===== config.mk =====
export PLATFORM = sky130hd
export DESIGN_NAME = debug_scan_top
export DESIGN_NICKNAME = d
export VERILOG_FILES = /design/src/source/jtag_pkg.sv /design/src/source/debug_field_map.sv /design/src/source/debug_scan_top.sv /design/src/source/scan_pin_sync.sv /design/src/source/scan_register_bank.sv /design/src/source/tap_controller.sv
export VERILOG_INCLUDE_DIRS = /design/src /design/src/source
export SDC_FILE = /design/constraint.sdc
export NUM_CORES = 1
export LEC_CHECK = 0
export BUFFER_PORTS_ARGS = -buffer_cell sky130_fd_sc_hd__buf_4
export CAP_MARGIN = 10
export CORE_UTILIZATION = 30
export DETAILED_ROUTE_END_ITERATION = 12
export PLACE_DENSITY_LB_ADDON = 0.08
export SETUP_SLACK_MARGIN = 0.5
export SLEW_MARGIN = 0
export SYNTH_ARGS = -nofsm -noshare
export SYNTH_HDL_FRONTEND = slang
export SYNTH_HIERARCHICAL = 1
export SYNTH_SLANG_ARGS = --single-unit

===== constraint.sdc =====
create_clock -name clk -period 6.09 [get_ports clk]
set_clock_uncertainty 0.2 [all_clocks]
set_input_delay 1.218 -clock clk [delete_from_list [all_inputs] [get_ports clk]]
set_output_delay 1.218 -clock clk [all_outputs]
set_load 0.02 [all_outputs]

===== src/source/jtag_config.svh =====
`ifndef JTAG_CONFIG_SVH
`define JTAG_CONFIG_SVH

// Instruction register and data word
`define JTAG_IR_WIDTH      4
`define JTAG_WORD_WIDTH    32
`define JTAG_IR_IDCODE     4'h1
`define JTAG_IR_CFG        4'h2
`define JTAG_IR_STATUS     4'h3
`define JTAG_IR_BYPASS     4'hF
`define JTAG_IR_CAPTURE    4'b0001
`define JTAG_IDCODE_VALUE  32'h1A5E_0001

// Config word fields
`define JTAG_CFG_IBUF_LSB     0
`define JTAG_CFG_IBUF_W       4
`define JTAG_CFG_BLK_RST_BIT  4
`define JTAG_CFG_CAL_BIT      5
`define JTAG_CFG_KP_LSB       8
`define JTAG_CFG_KI_LSB       12
`define JTAG_GAIN_W           4
`define JTAG_CFG_PRBS_LSB     16
`define JTAG_PRBS_SEL_W       3

// Status word layout
`define JTAG_STAT_PHASE_LSB   0
`define JTAG_STAT_PHASE_W     16
`define JTAG_STAT_ERR_LSB     16
`define JTAG_STAT_ERR_W       16

`endif


===== src/source/jtag_pkg.sv =====
`include "jtag_config.svh"

package jtag_pkg;

	// Standard 1149.1 state encoding
	typedef enum logic [3:0] {
		exit2_dr         = 4'h0,
		exit1_dr         = 4'h1,
		shift_dr         = 4'h2,
		pause_dr         = 4'h3,
		select_ir        = 4'h4,
		update_dr        = 4'h5,
		capture_dr       = 4'h6,
		select_dr        = 4'h7,
		exit2_ir         = 4'h8,
		exit1_ir         = 4'h9,
		shift_ir         = 4'hA,
		pause_ir         = 4'hB,
		run_idle         = 4'hC,
		update_ir        = 4'hD,
		capture_ir       = 4'hE,
		test_logic_reset = 4'hF
	} tap_state_t;

	typedef logic [`JTAG_IR_WIDTH-1:0]   ir_t;
	typedef logic [`JTAG_WORD_WIDTH-1:0] scan_word_t;
	typedef logic [`JTAG_GAIN_W-1:0]     gain_t;
	typedef logic [`JTAG_PRBS_SEL_W-1:0] prbs_sel_t;

endpackage


===== src/source/debug_field_map.sv =====
`timescale 1ns/1ps
`include "jtag_config.svh"

module debug_field_map import jtag_pkg::*; (
	input  logic                          clk,
	input  logic                          rst_i,
	input  scan_word_t                    cfg_i,
	input  logic [`JTAG_STAT_PHASE_W-1:0] phase_est_i,
	input  logic [`JTAG_STAT_ERR_W-1:0]   prbs_err_cnt_i,
	output scan_word_t                    status_o,
	output logic [`JTAG_CFG_IBUF_W-1:0]   disable_ibuf_o,
	output logic                          blk_rst_o,
	output logic                          cal_start_o,
	output gain_t                         cdr_kp_o,
	output gain_t                         cdr_ki_o,
	output prbs_sel_t                     prbs_sel_o
);

	logic blk_rst_q;
	logic cal_bit_q;

	always_ff @(posedge clk) begin
		if (rst_i) begin
			disable_ibuf_o <= '0;
			blk_rst_q      <= 1'b0;
			cdr_kp_o       <= '0;
			cdr_ki_o       <= '0;
			prbs_sel_o     <= '0;
			cal_bit_q      <= 1'b0;
			cal_start_o    <= 1'b0;
		end else begin
			disable_ibuf_o <= cfg_i[`JTAG_CFG_IBUF_LSB +: `JTAG_CFG_IBUF_W];
			blk_rst_q      <= cfg_i[`JTAG_CFG_BLK_RST_BIT];
			cdr_kp_o       <= cfg_i[`JTAG_CFG_KP_LSB +: `JTAG_GAIN_W];
			cdr_ki_o       <= cfg_i[`JTAG_CFG_KI_LSB +: `JTAG_GAIN_W];
			prbs_sel_o     <= cfg_i[`JTAG_CFG_PRBS_LSB +: `JTAG_PRBS_SEL_W];
			// Start pulse on rising cal bit
			cal_bit_q      <= cfg_i[`JTAG_CFG_CAL_BIT];
			cal_start_o    <= cfg_i[`JTAG_CFG_CAL_BIT] & ~cal_bit_q;
		end
	end

	// Block held in reset by either source
	assign blk_rst_o = rst_i | blk_rst_q;

	always_ff @(posedge clk) begin
		status_o[`JTAG_STAT_PHASE_LSB +: `JTAG_STAT_PHASE_W] <= phase_est_i;
		status_o[`JTAG_STAT_ERR_LSB +: `JTAG_STAT_ERR_W]     <= prbs_err_cnt_i;
	end

	a_cal_single: assert property (@(posedge clk) disable iff (rst_i)
		cal_start_o |=> !cal_start_o);

endmodule


===== src/source/debug_scan_top.sv =====
`timescale 1ns/1ps
`include "jtag_config.svh"

module debug_scan_top import jtag_pkg::*; (
	input  logic                          clk,
	input  logic                          rst_i,
	input  logic                          tck_i,
	input  logic                          tms_i,
	input  logic                          tdi_i,
	input  logic                          trst_i,
	output logic                          tdo_o,
	input  logic [`JTAG_STAT_PHASE_W-1:0] phase_est_i,
	input  logic [`JTAG_STAT_ERR_W-1:0]   prbs_err_cnt_i,
	output logic [`JTAG_CFG_IBUF_W-1:0]   disable_ibuf_o,
	output logic                          blk_rst_o,
	output logic                          cal_start_o,
	output gain_t                         cdr_kp_o,
	output gain_t                         cdr_ki_o,
	output prbs_sel_t                     prbs_sel_o
);

	logic       tck_rise;
	logic       tck_fall;
	logic       tms_sync;
	logic       tdi_sync;
	logic       trst_sync;
	tap_state_t tap_state;
	ir_t        ir;
	scan_word_t cfg_word;
	scan_word_t status_word;

	scan_pin_sync u_pin_sync (
		.clk        (clk),
		.rst_i      (rst_i),
		.tck_i      (tck_i),
		.tms_i      (tms_i),
		.tdi_i      (tdi_i),
		.trst_i     (trst_i),
		.tck_rise_o (tck_rise),
		.tck_fall_o (tck_fall),
		.tms_o      (tms_sync),
		.tdi_o      (tdi_sync),
		.trst_o     (trst_sync)
	);

	tap_controller u_tap (
		.clk        (clk),
		.rst_i      (rst_i),
		.tck_rise_i (tck_rise),
		.tck_fall_i (tck_fall),
		.tms_i      (tms_sync),
		.tdi_i      (tdi_sync),
		.trst_i     (trst_sync),
		.state_o    (tap_state),
		.ir_o       (ir)
	);

	scan_register_bank u_regs (
		.clk        (clk),
		.rst_i      (rst_i),
		.tck_rise_i (tck_rise),
		.tck_fall_i (tck_fall),
		.tdi_i      (tdi_sync),
		.state_i    (tap_state),
		.ir_i       (ir),
		.status_i   (status_word),
		.cfg_o      (cfg_word),
		.tdo_o      (tdo_o)
	);

	debug_field_map u_fields (
		.clk            (clk),
		.rst_i          (rst_i),
		.cfg_i          (cfg_word),
		.phase_est_i    (phase_est_i),
		.prbs_err_cnt_i (prbs_err_cnt_i),
		.status_o       (status_word),
		.disable_ibuf_o (disable_ibuf_o),
		.blk_rst_o      (blk_rst_o),
		.cal_start_o    (cal_start_o),
		.cdr_kp_o       (cdr_kp_o),
		.cdr_ki_o       (cdr_ki_o),
		.prbs_sel_o     (prbs_sel_o)
	);

endmodule


===== src/source/scan_pin_sync.sv =====
`timescale 1ns/1ps

module scan_pin_sync (
	input  logic clk,
	input  logic rst_i,
	input  logic tck_i,
	input  logic tms_i,
	input  logic tdi_i,
	input  logic trst_i,
	output logic tck_rise_o,
	output logic tck_fall_o,
	output logic tms_o,
	output logic tdi_o,
	output logic trst_o
);

	// Pins packed as {trst, tdi, tms, tck}
	logic [3:0] pin_s1;
	logic [3:0] pin_s2;
	logic       tck_q;

	always_ff @(posedge clk) begin
		if (rst_i) begin
			pin_s1 <= '0;
			pin_s2 <= '0;
		end else begin
			pin_s1 <= {trst_i, tdi_i, tms_i, tck_i};
			pin_s2 <= pin_s1;
		end
	end

	// Edge stage, levels are delayed to stay aligned with the strobes
	always_ff @(posedge clk) begin
		if (rst_i) begin
			tck_q      <= 1'b0;
			tck_rise_o <= 1'b0;
			tck_fall_o <= 1'b0;
			tms_o      <= 1'b0;
			tdi_o      <= 1'b0;
			trst_o     <= 1'b0;
		end else begin
			tck_q      <= pin_s2[0];
			tck_rise_o <= pin_s2[0] & ~tck_q;
			tck_fall_o <= ~pin_s2[0] & tck_q;
			tms_o      <= pin_s2[1];
			tdi_o      <= pin_s2[2];
			trst_o     <= pin_s2[3];
		end
	end

endmodule


===== src/source/scan_register_bank.sv =====
`timescale 1ns/1ps
`include "jtag_config.svh"

module scan_register_bank import jtag_pkg::*; (
	input  logic       clk,
	input  logic       rst_i,
	input  logic       tck_rise_i,
	input  logic       tck_fall_i,
	input  logic       tdi_i,
	input  tap_state_t state_i,
	input  ir_t        ir_i,
	input  scan_word_t status_i,
	output scan_word_t cfg_o,
	output logic       tdo_o
);

	scan_word_t data_shift;
	ir_t        ir_shift;
	logic       bypass_q;
	logic       sel_word;
	logic       dr_lsb;

	// IDCODE, CFG and STATUS share one 32-bit shift path
	always_comb begin
		case (ir_i)
			`JTAG_IR_IDCODE: sel_word = 1'b1;
			`JTAG_IR_CFG:    sel_word = 1'b1;
			`JTAG_IR_STATUS: sel_word = 1'b1;
			`JTAG_IR_BYPASS: sel_word = 1'b0;
			// unknown codes fall back to bypass
			default:         sel_word = 1'b0;
		endcase
	end

	assign dr_lsb = sel_word ? data_shift[0] : bypass_q;

	always_ff @(posedge clk) begin
		if (tck_rise_i) begin
			if (state_i == capture_dr) begin
				case (ir_i)
					`JTAG_IR_IDCODE: data_shift <= `JTAG_IDCODE_VALUE;
					`JTAG_IR_CFG:    data_shift <= cfg_o;
					`JTAG_IR_STATUS: data_shift <= status_i;
					default:         bypass_q <= 1'b0;
				endcase
			end else if (state_i == shift_dr) begin
				if (sel_word) begin
					data_shift <= {tdi_i, data_shift[`JTAG_WORD_WIDTH-1:1]};
				end else begin
					bypass_q <= tdi_i;
				end
			end
		end
	end

	// Local copy of the instruction shift path for tdo
	always_ff @(posedge clk) begin
		if (tck_rise_i) begin
			if (state_i == capture_ir) begin
				ir_shift <= `JTAG_IR_CAPTURE;
			end else if (state_i == shift_ir) begin
				ir_shift <= {tdi_i, ir_shift[`JTAG_IR_WIDTH-1:1]};
			end
		end
	end

	// tdo and config load on the falling tck
	always_ff @(posedge clk) begin
		if (rst_i) begin
			cfg_o <= '0;
			tdo_o <= 1'b0;
		end else if (tck_fall_i) begin
			tdo_o <= (state_i == shift_ir) ? ir_shift[0] : dr_lsb;
			if (state_i == update_dr && ir_i == `JTAG_IR_CFG) begin
				cfg_o <= data_shift;
			end
		end
	end

	a_cfg_update_only: assert property (@(posedge clk) disable iff (rst_i)
		!$stable(cfg_o) |-> $past(tck_fall_i) && $past(state_i) == update_dr);

endmodule


===== src/source/tap_controller.sv =====
`timescale 1ns/1ps
`include "jtag_config.svh"

module tap_controller import jtag_pkg::*; (
	input  logic       clk,
	input  logic       rst_i,
	input  logic       tck_rise_i,
	input  logic       tck_fall_i,
	input  logic       tms_i,
	input  logic       tdi_i,
	input  logic       trst_i,
	output tap_state_t state_o,
	output ir_t        ir_o
);

	tap_state_t state_next;
	ir_t        ir_shift;
	logic [2:0] tms_high_cnt;

	always_comb begin
		state_next = state_o;
		case (state_o)
			test_logic_reset: state_next = tms_i ? test_logic_reset : run_idle;
			run_idle:         state_next = tms_i ? select_dr : run_idle;
			select_dr:        state_next = tms_i ? select_ir : capture_dr;
			capture_dr:       state_next = tms_i ? exit1_dr : shift_dr;
			shift_dr:         state_next = tms_i ? exit1_dr : shift_dr;
			exit1_dr:         state_next = tms_i ? update_dr : pause_dr;
			pause_dr:         state_next = tms_i ? exit2_dr : pause_dr;
			exit2_dr:         state_next = tms_i ? update_dr : shift_dr;
			update_dr:        state_next = tms_i ? select_dr : run_idle;
			select_ir:        state_next = tms_i ? test_logic_reset : capture_ir;
			capture_ir:       state_next = tms_i ? exit1_ir : shift_ir;
			shift_ir:         state_next = tms_i ? exit1_ir : shift_ir;
			exit1_ir:         state_next = tms_i ? update_ir : pause_ir;
			pause_ir:         state_next = tms_i ? exit2_ir : pause_ir;
			exit2_ir:         state_next = tms_i ? update_ir : shift_ir;
			update_ir:        state_next = tms_i ? select_dr : run_idle;
			default:          state_next = test_logic_reset;
		endcase
	end

	// trst is already synchronized, so it acts as a plain sync reset
	always_ff @(posedge clk) begin
		if (rst_i || trst_i) begin
			state_o <= test_logic_reset;
		end else if (tck_rise_i) begin
			state_o <= state_next;
		end
	end

	// IR shift path, LSB first
	always_ff @(posedge clk) begin
		if (tck_rise_i) begin
			if (state_o == capture_ir) begin
				ir_shift <= `JTAG_IR_CAPTURE;
			end else if (state_o == shift_ir) begin
				ir_shift <= {tdi_i, ir_shift[`JTAG_IR_WIDTH-1:1]};
			end
		end
	end

	always_ff @(posedge clk) begin
		if (rst_i || trst_i || state_o == test_logic_reset) begin
			ir_o <= `JTAG_IR_IDCODE;
		end else if (tck_fall_i && state_o == update_ir) begin
			ir_o <= ir_shift;
		end
	end

	// Run of rise strobes with tms high, saturating at five
	always_ff @(posedge clk) begin
		if (rst_i) begin
			tms_high_cnt <= '0;
		end else if (tck_rise_i) begin
			if (!tms_i) begin
				tms_high_cnt <= '0;
			end else if (tms_high_cnt != 3'd5) begin
				tms_high_cnt <= tms_high_cnt + 3'd1;
			end
		end
	end

	a_tms_reset: assert property (@(posedge clk) disable iff (rst_i)
		tms_high_cnt == 3'd5 |-> state_o == test_logic_reset);

endmodule


* After elaboration in Yosys (flattened, before gate mapping)
Index checks and enable logic that the tools add are counted. W data, S select, Z words.
Storage, ports and cells: flip-flop bits (word level) 146, input bits 38, output and inout bits 18, logic and storage cells 94
Operators by class: eq/ne operators 21, muxes and demuxes 26, bitwise logic cells 7, reductions and logical operators 16
Operators with widths (number):
- $mux W32 | 3
- $pmux W32 S3 | 1
- $pmux W4 S12 | 1
- $eq A4 B4 Y1 const B | 8
- $eq A4 B2 Y1 const B | 4
- $eq A4 B3 Y1 const B | 4
- $mux W2 | 6
- $mux W3 | 4
- $mux W4 | 3
- $eq A4 B1 Y1 const B | 2
- $mux W1 | 8
- $reduce_and A4 Y1 | 2
- $reduce_bool A2 Y1 | 3
- $reduce_or A3 Y1 | 2
- $logic_not A4 Y1 | 1
- $ne A2 B2 Y1 const B | 2
- $ne A4 B4 Y1 const B | 1
- $reduce_and A2 Y1 | 2
- $reduce_or A2 Y1 | 2
- $and A1 B1 Y1 | 3
- $not A1 Y1 | 3
- $logic_and A1 B1 Y1 | 2
- $logic_or A1 B1 Y1 | 2
- $or A1 B1 Y1 | 1

* Longest topological paths before layout
Gate-level depths: netlist of run 1.
depth in word-level cells 6, depth in mapped cells 7, mapped depth without buffers 4

* Modules after synthesis
Netlist of run 1, hierarchy kept.
Modules (own cells, without submodules):
- scan_register_bank | instances 1, cells an instance 313, area an instance 3062.9 µm², sequential area each 1771.7 µm²
- debug_field_map | instances 1, cells an instance 70, area an instance 1147.4 µm², sequential area each 1001.0 µm²
- tap_controller | instances 1, cells an instance 63, area an instance 589.3 µm², sequential area each 280.3 µm²
- scan_pin_sync | instances 1, cells an instance 29, area an instance 392.9 µm², sequential area each 280.3 µm²

* Worst setup path after synthesis of run 1
Ideal clock, no wire load.
kind flip-flop to flip-flop, start register u_tap.state_o[0], end register u_regs.data_shift[0], enable pin, library setup time 0.502 ns, arrival time 3.741 ns, data required time 5.388 ns, path slack 1.648 ns, stages on the path, launching flop included 4, path buffers 0, period minus slack after synthesis 4.442 ns, cells stage by stage dfxtp_1 and2b_1 nand3b_1 nor4_1
On the way: word-level cells in the longest chain between the ends 3, elaborated cells between the ends (all ways) 6, those cells by class eq/ne (3); reduce/logical (3)
Ends and longest elaborated chain:
- from (decl) | RTL line tap_controller.sv:12 | output tap_state_t state_o,
- from (signal assigned) | RTL line tap_controller.sv:46 | state_o <= test_logic_reset;
- from (signal assigned) | RTL line tap_controller.sv:48 | state_o <= state_next;
- $eq A4 B3 Y1 or $eq A4 B2 Y1 (tied branches) | RTL line scan_register_bank.sv:39, scan_register_bank.sv:46
- $ne A4 B4 Y1 (no line) or $reduce_bool A2 Y1 (tied branches)
- $reduce_and A4 Y1 (no line) *
- to (signal assigned) | RTL line scan_register_bank.sv:41 | `JTAG_IR_IDCODE: data_shift <= `JTAG_IDCODE_VALUE;
- to (signal assigned) | RTL line scan_register_bank.sv:42 | `JTAG_IR_CFG: data_shift <= cfg_o;
- to (signal assigned) | RTL line scan_register_bank.sv:43 | `JTAG_IR_STATUS: data_shift <= status_i;
- to (decl) | RTL line scan_register_bank.sv:17 | scan_word_t data_shift;
Every way passes the cells marked *; elsewhere a longest branch is shown, timed or not. A chain may end at the register's enable or synchronous reset.

* Worst setup path in the final report of run 1
start input port rst_i, end output port blk_rst_o
On the way: word-level cells in the longest chain between the ends 1
Ends and longest elaborated chain:
- from (decl) | RTL line debug_scan_top.sv:6 | input logic rst_i,
- $or A1 B1 Y1 | RTL line debug_field_map.sv:44 | assign blk_rst_o = rst_i | blk_rst_q;
- to (decl) | RTL line debug_scan_top.sv:15 | output logic blk_rst_o,
Every way passes these cells.

==> impl_metrics.csv, run 1 <==
group,metric,value,unit
status,outcome,"completed",
finish,fin_area,6380,µm²
cts,clockBufferDepth,2,
placed_design,input_output_buffers,55,
finish,final_cell_count_no_fill,759,
power,netSwitchingFraction,0.193,
die,chipWidth,134,µm
setup_path,timing.reg2reg.setup_slack,3150,ps
finish,antennaDiodeCount,0,
cts,tritoncts,"built",
setup_path,cp-endpoint,"blk_rst_o",
timing,setup_viol_count_final,0,
cts,worst_setup_hold_path_clk_slew,60,ps
global_route,globalRouteTotalUtil,0.134,
timing,worstMarginPinSlew,901,ps
setup_path,rr_startpoint,"u_tap/state_o[2]$_SDFFE_PP1P_",
job,timing.max_cap.violations,0,
die,placement_rows,47,
die,core_region_area,16800,µm²
timing,finalMaxSlewViolations,0,
yosys,syn_area_per_cell,10.9,µm²
setup_path,nature_of_the_critical_path_startpoint,"input port",
setup_path,crit_path_max_incr_delay,250,ps
setup_path,worst_r2r_endpoint,"u_regs/data_shift[0]$_DFFE_PP_",
timing,rsz0062_at_grt,"false",
setup_path,setup.worst_path.end_class,"primary output",
placed_design,place_ws,2810,ps
global_route,grt_max_degree,43,
power,share_comb_of_total_power,0.024,
cts,cts-buffers-inserted,17,
global_route,via_count_of_the_first_global_routing_pass,3595,
power,seqPwrFrac,0.478,
power,leakagePower,2.66,nW
setup_path,setup.worst_path.class,"input port to primary output",
cts,cts.htree.levels,4,
setup_path,critical_path.cell_chain,"buf_4 > or2_1 > buf_4",
cts,postCtsResizedCells,0,
die,design.die.area,17800,µm²
finish,synthToLayoutAreaGrowth,22.9,%
power,power_density,334,nW/µm²
global_route,first_pass_grt_wire_length,18300,µm
cts,hold_buf_count_cts,0,
yosys,synth_cell_types,38,
placed_design,place_hpwl,6670,µm
route,drt-initial-drc-count,138,
setup_path,critical_path_peak_fanout,28,
die,initial_core_util,0.310,
yosys,yosysWarningCount,6,
finish,finish.utilization,0.381,
setup_path,r2r_cells,4,
timing,period_minus_slack,3270,ps
die,die_h,134,µm
cts,cts.sink_count,146,
route,vias,3446,
setup_path,cp.arrival,1850,ps
cts,clk_root_buffer_cell,"clkbuf_16",
global_route,globalRoute.totalOverflow,0,
power,power.total,2.13,mW
timing,min_period_over_period,0.536,
setup_path,worst_path_required_time,4670,ps
setup_path,cp_common_cell,"buf_4",
route,route.final.wire_length,11000,µm
cts,cts_post_setup_buffers_inserted,0,
cts,clk-insertion-delay-late,410,ps
route,drtAntennaViolNets,0,
power,clkPwrFrac,0.499,
setup_path,crit_slowest_cell,"or2_1",
finish,final_nets,564,
placed_design,placed_cells,727,
route,drc,0,
yosys,mappedNetlistArea,5190,µm²
yosys,syn_inst,475,
timing,holdWs,205,ps
power,ir_drop,0.000203,V
route,routedWlPerCell,14.4,µm
finish,layout-drive-gt1-share,0.180,
die,io_pins,56,
route,drtPass1Iterations,4,
min_path,min_path_type,"flip-flop to flip-flop",
yosys,synth.yosys.seq_area_share,0.642,
yosys,yosys_register_bits,146,
placed_design,finalWeightedCongestion,0.728,
timing,relSlewSlack,0.398,
timing,finalHoldViolCount,0,
placed_design,dpl_cell_area,5760,µm²
power,power.switching,412,µW
timing,fin_setup_tns,0,ps
setup_path,setup.worst_path.start,"rst_i",
route,vias_per_cell,4.54,
yosys,synth_nets,513,
global_route,antenna_found_initial,0,
power,internal_power,1.72,mW
timing,final_critical_path_setup_slack,2820,ps
timing,achievable-frequency,0.306,GHz
-- power by group through the flow --
stage	registers [mW]	logic [mW]	clock network, mW
after floorplan	1.03	0.0288	0
after global placement	1.04	0.0506	0
after detailed placement	1.04	0.0516	0
after CTS	1.02	0.0518	1.10
after global routing	1.02	0.0562	1.14
final	1.02	0.0506	1.06
-- cells by family (layout without fill, tap and decap cells) --
kind of cell | after synthesis | after routing | synth area share
AO/OA/AOI/OAI | 85 | 85 | 0.0867
buffers and inverters | 28 | 92 | 0.0313
multiplexers | 34 | 34 | 0.0655
AND/OR/NAND/NOR | 182 | 182 | 0.174
flip-flops | 146 | 146 | 0.642
-- worst min path at each step --
stage / endpoint / cells after the start / from
4_1_cts: u_fields/cal_start_o$_SDFF_PP0_ / 1 / u_fields/cal_bit_q$_SDFF_PP0_
3_3_place_gp: u_fields/cal_start_o$_SDFF_PP0_ / 1 / u_fields/cal_bit_q$_SDFF_PP0_
2_1_floorplan: u_fields/cal_start_o$_SDFF_PP0_ / 1 / u_fields/cal_bit_q$_SDFF_PP0_
3_5_place_dp: u_fields/cal_start_o$_SDFF_PP0_ / 1 / u_fields/cal_bit_q$_SDFF_PP0_
6_report: u_fields/cal_start_o$_SDFF_PP0_ / 1 / u_fields/cal_bit_q$_SDFF_PP0_
5_1_grt: u_fields/cal_start_o$_SDFF_PP0_ / 1 / u_fields/cal_bit_q$_SDFF_PP0_
-- sequential cells by signal, indices dropped and copies added (netlist names), 3 cells and up --
signal	cells
u_fields/disable_ibuf_o	4
u_regs/data_shift	32
u_regs/ir_shift	4
u_pin_sync/pin_s2	4
u_regs/cfg_o	32
u_pin_sync/pin_s1	4
u_fields/status_o	32
u_tap/ir_shift	4
u_tap/state_o	4
u_fields/prbs_sel_o	3
u_fields/cdr_ki_o	4
u_tap/ir_o	4
u_fields/cdr_kp_o	4
-- cell usage in the layout (no fill, tap or decap), types with 2 or more instances in the layout --
master and count:
a21boi_0 3, bufinv_16 2, clkinv_2 4, clkbuf_16 19, and2b_1 10, clkbuf_1 2
o21bai_1 2, o21ai_1 9, nand2b_1 4, and3_1 3, nand2_1 96, buf_4 59
nand4_1 2, nor2b_1 22, nand3_1 8, and2_1 8, dfxtp_1 104, o221ai_1 2
nand3b_1 2, a21oi_1 46, nor2_1 14, nor3b_2 3, mux2i_1 34, clkbuf_8 3
o21ai_0 21, edfxtp_1 41
-- layout make-up --
type / instances / area [µm²]
Clock inverter: 8 / 93.8
Tap cell: 220 / 275
Fill cell: 1680 / 10400
Inverter: 1 / 3.75
Timing Repair Buffer: 59 / 443
Multi-Input combinational cell: 301 / 1710
Sequential cell: 146 / 3330
Clock buffer: 24 / 524
-- synthesized netlist by cell type --
cell | number | area [µm²]
a21boi_0 | 3 | 22.5
a21oi_1 | 46 | 230
and2_1 | 8 | 50.1
and2b_1 | 10 | 75.1
and2b_2 | 1 | 8.76
and3_1 | 3 | 18.8
and4b_4 | 1 | 13.8
and4bb_1 | 1 | 12.5
buf_1 | 1 | 3.75
buf_2 | 7 | 35.0
buf_4 | 4 | 30.0
buf_6 | 4 | 45.0
clkbuf_1 | 8 | 30.0
clkbuf_2 | 3 | 15.0
dfxtp_1 | 105 | 2100
edfxtp_1 | 41 | 1230
inv_1 | 1 | 3.75
mux2i_1 | 34 | 340
nand2_1 | 96 | 360
nand2b_1 | 4 | 25.0
nand3_1 | 9 | 45.0
nand3b_1 | 2 | 15.0
nand4_1 | 2 | 12.5
nand4b_1 | 1 | 8.76
nor2_1 | 14 | 52.6
nor2b_1 | 22 | 138
nor3_1 | 1 | 5.00
nor3b_1 | 1 | 7.51
nor3b_2 | 3 | 37.5
nor4_1 | 1 | 6.26
o211ai_1 | 1 | 7.51
o21ai_0 | 21 | 105
o21ai_1 | 9 | 45.0
o21bai_1 | 2 | 15.0
o221ai_1 | 2 | 17.5
o31ai_1 | 1 | 7.51
or2_1 | 1 | 6.26
or4_1 | 1 | 7.51
-- per-layer routing --
metal	vias up	track usage	routed length, µm
met3	7	0.0487	461
met4	0	0.0492	105
li1	1721	-	-
met5	-	0	0
met2	55	0.215	5220
met1	1663	0.165	5170
-- critical path: cells and delay by family --
kind | cells | cell delay (ps)
buffers and inverters | 2 | 370
AND/OR/NAND/NOR | 1 | 250
(Power assumes the default switching activity.)
==> run 2, diff against run 1 <==
--- a/config.mk
+++ b/config.mk
@@ -6,6 +6,7 @@
 export SDC_FILE = /design/constraint.sdc
 export NUM_CORES = 1
 export LEC_CHECK = 0
+export ABC_AREA = 1
 export BUFFER_PORTS_ARGS = -buffer_cell sky130_fd_sc_hd__buf_4
 export CAP_MARGIN = 10
 export CORE_UTILIZATION = 30
==> constraint.sdc (replaced) <==
create_clock -name clk -period 3.25 [get_ports clk]
set_clock_uncertainty 0.2 [all_clocks]
set_input_delay 0.65 -clock clk [delete_from_list [all_inputs] [get_ports clk]]
set_output_delay 0.65 -clock clk [all_outputs]
set_load 0.02 [all_outputs]
==> run 2 against run 1 <==
Against the previous run: synthesized area up 8.2%; critical endpoint is now u_regs/cfg_o[27]$_SDFFE_PP0P_; clock power up 92%; via count up 19%; sequential cell count unchanged; routed wire length up 10%; first-iteration DRC count up 78%.
==> impl_metrics.csv, run 2 <==
group,metric,value,unit
yosys,mappedNetlistArea,5620,µm²
min_path,holdPathStages,1,
setup_path,worst_path_required_time,3390,ps
yosys,yosys.area_share.simple,0.281,
min_path,worstHoldStart,"phase_est_i[3]",
timing,finalMaxSlewViolations,0,
route,drt-initial-drc-count,245,
yosys,yosys_register_bits,146,
timing,relSlewSlack,0.464,
timing,achievable-frequency,0.468,GHz
placed_design,finalWeightedCongestion,0.715,
cts,clk_root_buffer_cell,"clkbuf_16",
cts,clockBufferDepth,2,
cts,clk-insertion-delay-late,410,ps
die,die_h,139,µm
setup_path,timing.reg2reg.setup_slack,1120,ps
power,power.switching,816,µW
yosys,synth_top_cells_by_count,"nand2_1, nor2_1, dfxtp_1",
timing,fin_setup_tns,0,ps
cts,cts.sink_count,146,
finish,synthToLayoutAreaGrowth,21.6,%
yosys,synth_top_area_frac,0.374,
route,drc,0,
finish,mostFrequentLayoutCell,"nand2_1",
die,chipWidth,139,µm
yosys,synth-xor-area-share,0,
cts,tritoncts,"built",
finish,layout-drive-gt1-share,0.152,
job,timing.max_cap.violations,0,
route,vias,4084,
power,leakagePower,3.24,nW
yosys,synth_mux_area_frac,0,
min_path,min_path_type,"input port to flip-flop",
setup_path,r2r_cells,7,
timing,setup_viol_count_final,0,
setup_path,critical_path_peak_fanout,64,
global_route,via_count_of_the_first_global_routing_pass,4037,
yosys,async_flop_share,0,
global_route,antenna_found_initial,0,
route,vias_per_cell,4.12,
timing,finalHoldViolCount,0,
cts,cts-buffers-inserted,17,
global_route,grt_max_degree,65,
cts,worst_setup_hold_path_clk_slew,60,ps
timing,worstMarginPinSlew,803,ps
power,power_density,590,nW/µm²
yosys,yosys.area_share.adder,0,
die,io_pins,56,
cts,cts.htree.levels,4,
cts,hold_buf_count_cts,0,
power,clkPwrFrac,0.506,
route,drtPass1Iterations,7,
cts,cts_post_setup_buffers_inserted,0,
finish,largest_registers_in_the_final_layout,"u_fields/status_o (32), u_regs/cfg_o (32), u_regs/data_shift (32)",
setup_path,nature_of_the_critical_path_startpoint,"flip-flop",
power,seqPwrFrac,0.472,
die,core_region_area,18100,µm²
yosys,synth_top_family_by_area,"simple AND/OR/NAND/NOR gates",
yosys,synth_cell_types,30,
global_route,globalRoute.totalOverflow,0,
setup_path,setup.worst_path.end_class,"flip-flop",
timing,min_period_over_period,0.657,
route,routedWlPerCell,12.2,µm
timing,final_critical_path_setup_slack,1120,ps
placed_design,placed_cells,959,
setup_path,setup.worst_path.class,"flip-flop to flip-flop",
yosys,synth_nets,729,
die,initial_core_util,0.310,
timing,holdWs,133,ps
global_route,first_pass_grt_wire_length,20200,µm
yosys,area_fraction_in_compound_gates_after_synthesis,0.0312,
yosys,synth_top_cells_by_area,"dfxtp_1, edfxtp_1, nand2_1, nor2_1, inv_1",
yosys,synth_enable_flop_cells,41,
placed_design,input_output_buffers,55,
finish,final_nets,787,
finish,finish.utilization,0.376,
global_route,globalRouteTotalUtil,0.135,
finish,antennaDiodeCount,0,
yosys,syn_inst,691,
cts,postCtsResizedCells,0,
yosys,syn_area_per_cell,8.13,µm²
finish,most-common-layout-cells,"nand2_1, nor2_1, dfxtp_1",
yosys,yosysWarningCount,6,
status,outcome,"completed",
timing,rsz0062_at_grt,"false",
timing,period_minus_slack,2130,ps
yosys,synth.yosys.seq_area_share,0.593,
setup_path,cp.arrival,2280,ps
power,ir_drop,0.000327,V
power,netSwitchingFraction,0.203,
setup_path,worst_r2r_endpoint,"u_regs/cfg_o[27]$_SDFFE_PP0P_",
placed_design,place_hpwl,7570,µm
die,placement_rows,49,
power,internal_power,3.21,mW
min_path,hold_end,"u_fields/status_o[3]$_DFF_P_",
setup_path,rr_startpoint,"u_tap/ir_o[3]$_SDFFE_PP0P_",
yosys,synth_area_leader_cell,"dfxtp_1",
finish,final_cell_count_no_fill,991,
route,route.final.wire_length,12100,µm
placed_design,place_ws,1010,ps
power,share_comb_of_total_power,0.021,
yosys,synth.most_common_cell,"nand2_1",
route,drtAntennaViolNets,0,
yosys,ys_dominant_reg_cell,"dfxtp_1",
die,design.die.area,19300,µm²
run 2: cell types whose count changed in the layout (fill, tap and decap cells not counted), moves of 5 or more:
cell        change
and2_1          -8
nor2_1        +103
nand2_1       +146
a21oi_1        -31
inv_2           +5
inv_1          +89
and2b_1        -10
o21ai_0         -8
nor2b_1        -22
clkinvlp_4      +5
mux2i_1        -34
o21ai_1         -5
run 2: per-stage QoR:
step | total power [mW] | area [µm²]
2_1_floorplan | 1.98 | 5620
3_3_place_gp | 2.03 | 6210
3_5_place_dp | 2.03 | 6210
4_1_cts | 4.09 | 6830
5_1_grt | 4.19 | 6830
6_report | 4.03 | 6830
run 2: cell type report:
cell class                 instances  area (µm²)
inverter                          98         373
clock inverter                    14         189
fill                            1847       11300
sequential                       146        3330
tap                              229         287
timing repair buffer              62         465
clock buffer                      18         429
multi-input combinational        424        1760
run 2: worst max path at each step:
| stage | from | end | depth (start not counted) |
|---|---|---|---|
| final | u_tap/ir_o[3]$_SDFFE_PP0P_ | u_regs/cfg_o[27]$_SDFFE_PP0P_ | 7 |
| after global placement | rst_i | u_regs/cfg_o[0]$_SDFFE_PP0P_ | 5 |
| after floorplan | u_tap/state_o[1]$_SDFFE_PP1P_ | u_regs/data_shift[0]$_DFFE_PP_ | 4 |
| after CTS | u_tap/ir_o[3]$_SDFFE_PP0P_ | u_regs/cfg_o[27]$_SDFFE_PP0P_ | 7 |
| after detailed placement | rst_i | u_regs/cfg_o[7]$_SDFFE_PP0P_ | 5 |
| after global routing | u_tap/state_o[1]$_SDFFE_PP1P_ | u_regs/data_shift[27]$_DFFE_PP_ | 8 |
run 2: power groups by stage:
stage	clock network [mW]	registers, mW	logic (mW)
finish	2.04	1.90	0.0864
global route	2.19	1.91	0.0972
CTS	2.10	1.90	0.0884
detailed placement	0	1.94	0.0879
global placement	0	1.94	0.0858
floorplan	0	1.94	0.0422
run 2: layer usage:
layer	up-vias	global-route usage	wire length, µm
met1	1813	0.177	5800
met4	0	0.0439	100
met3	8	0.0432	671
li1	2185	-	-
met2	78	0.211	5470
met5	-	0	0
run 2: critical path: stages, from the launching register on:
cell	delay [ps]
dfxtp_1	340
nor2_4	160
inv_2	80
nor2_8	360
nand2_4	460
nand2_1	190
nand2_1	80
nor2_1	140
run 2: logic make-up after synthesis:
logic type      after synthesis
buf+inv                     121
simple gates                390
compound gates               34
flops                       146
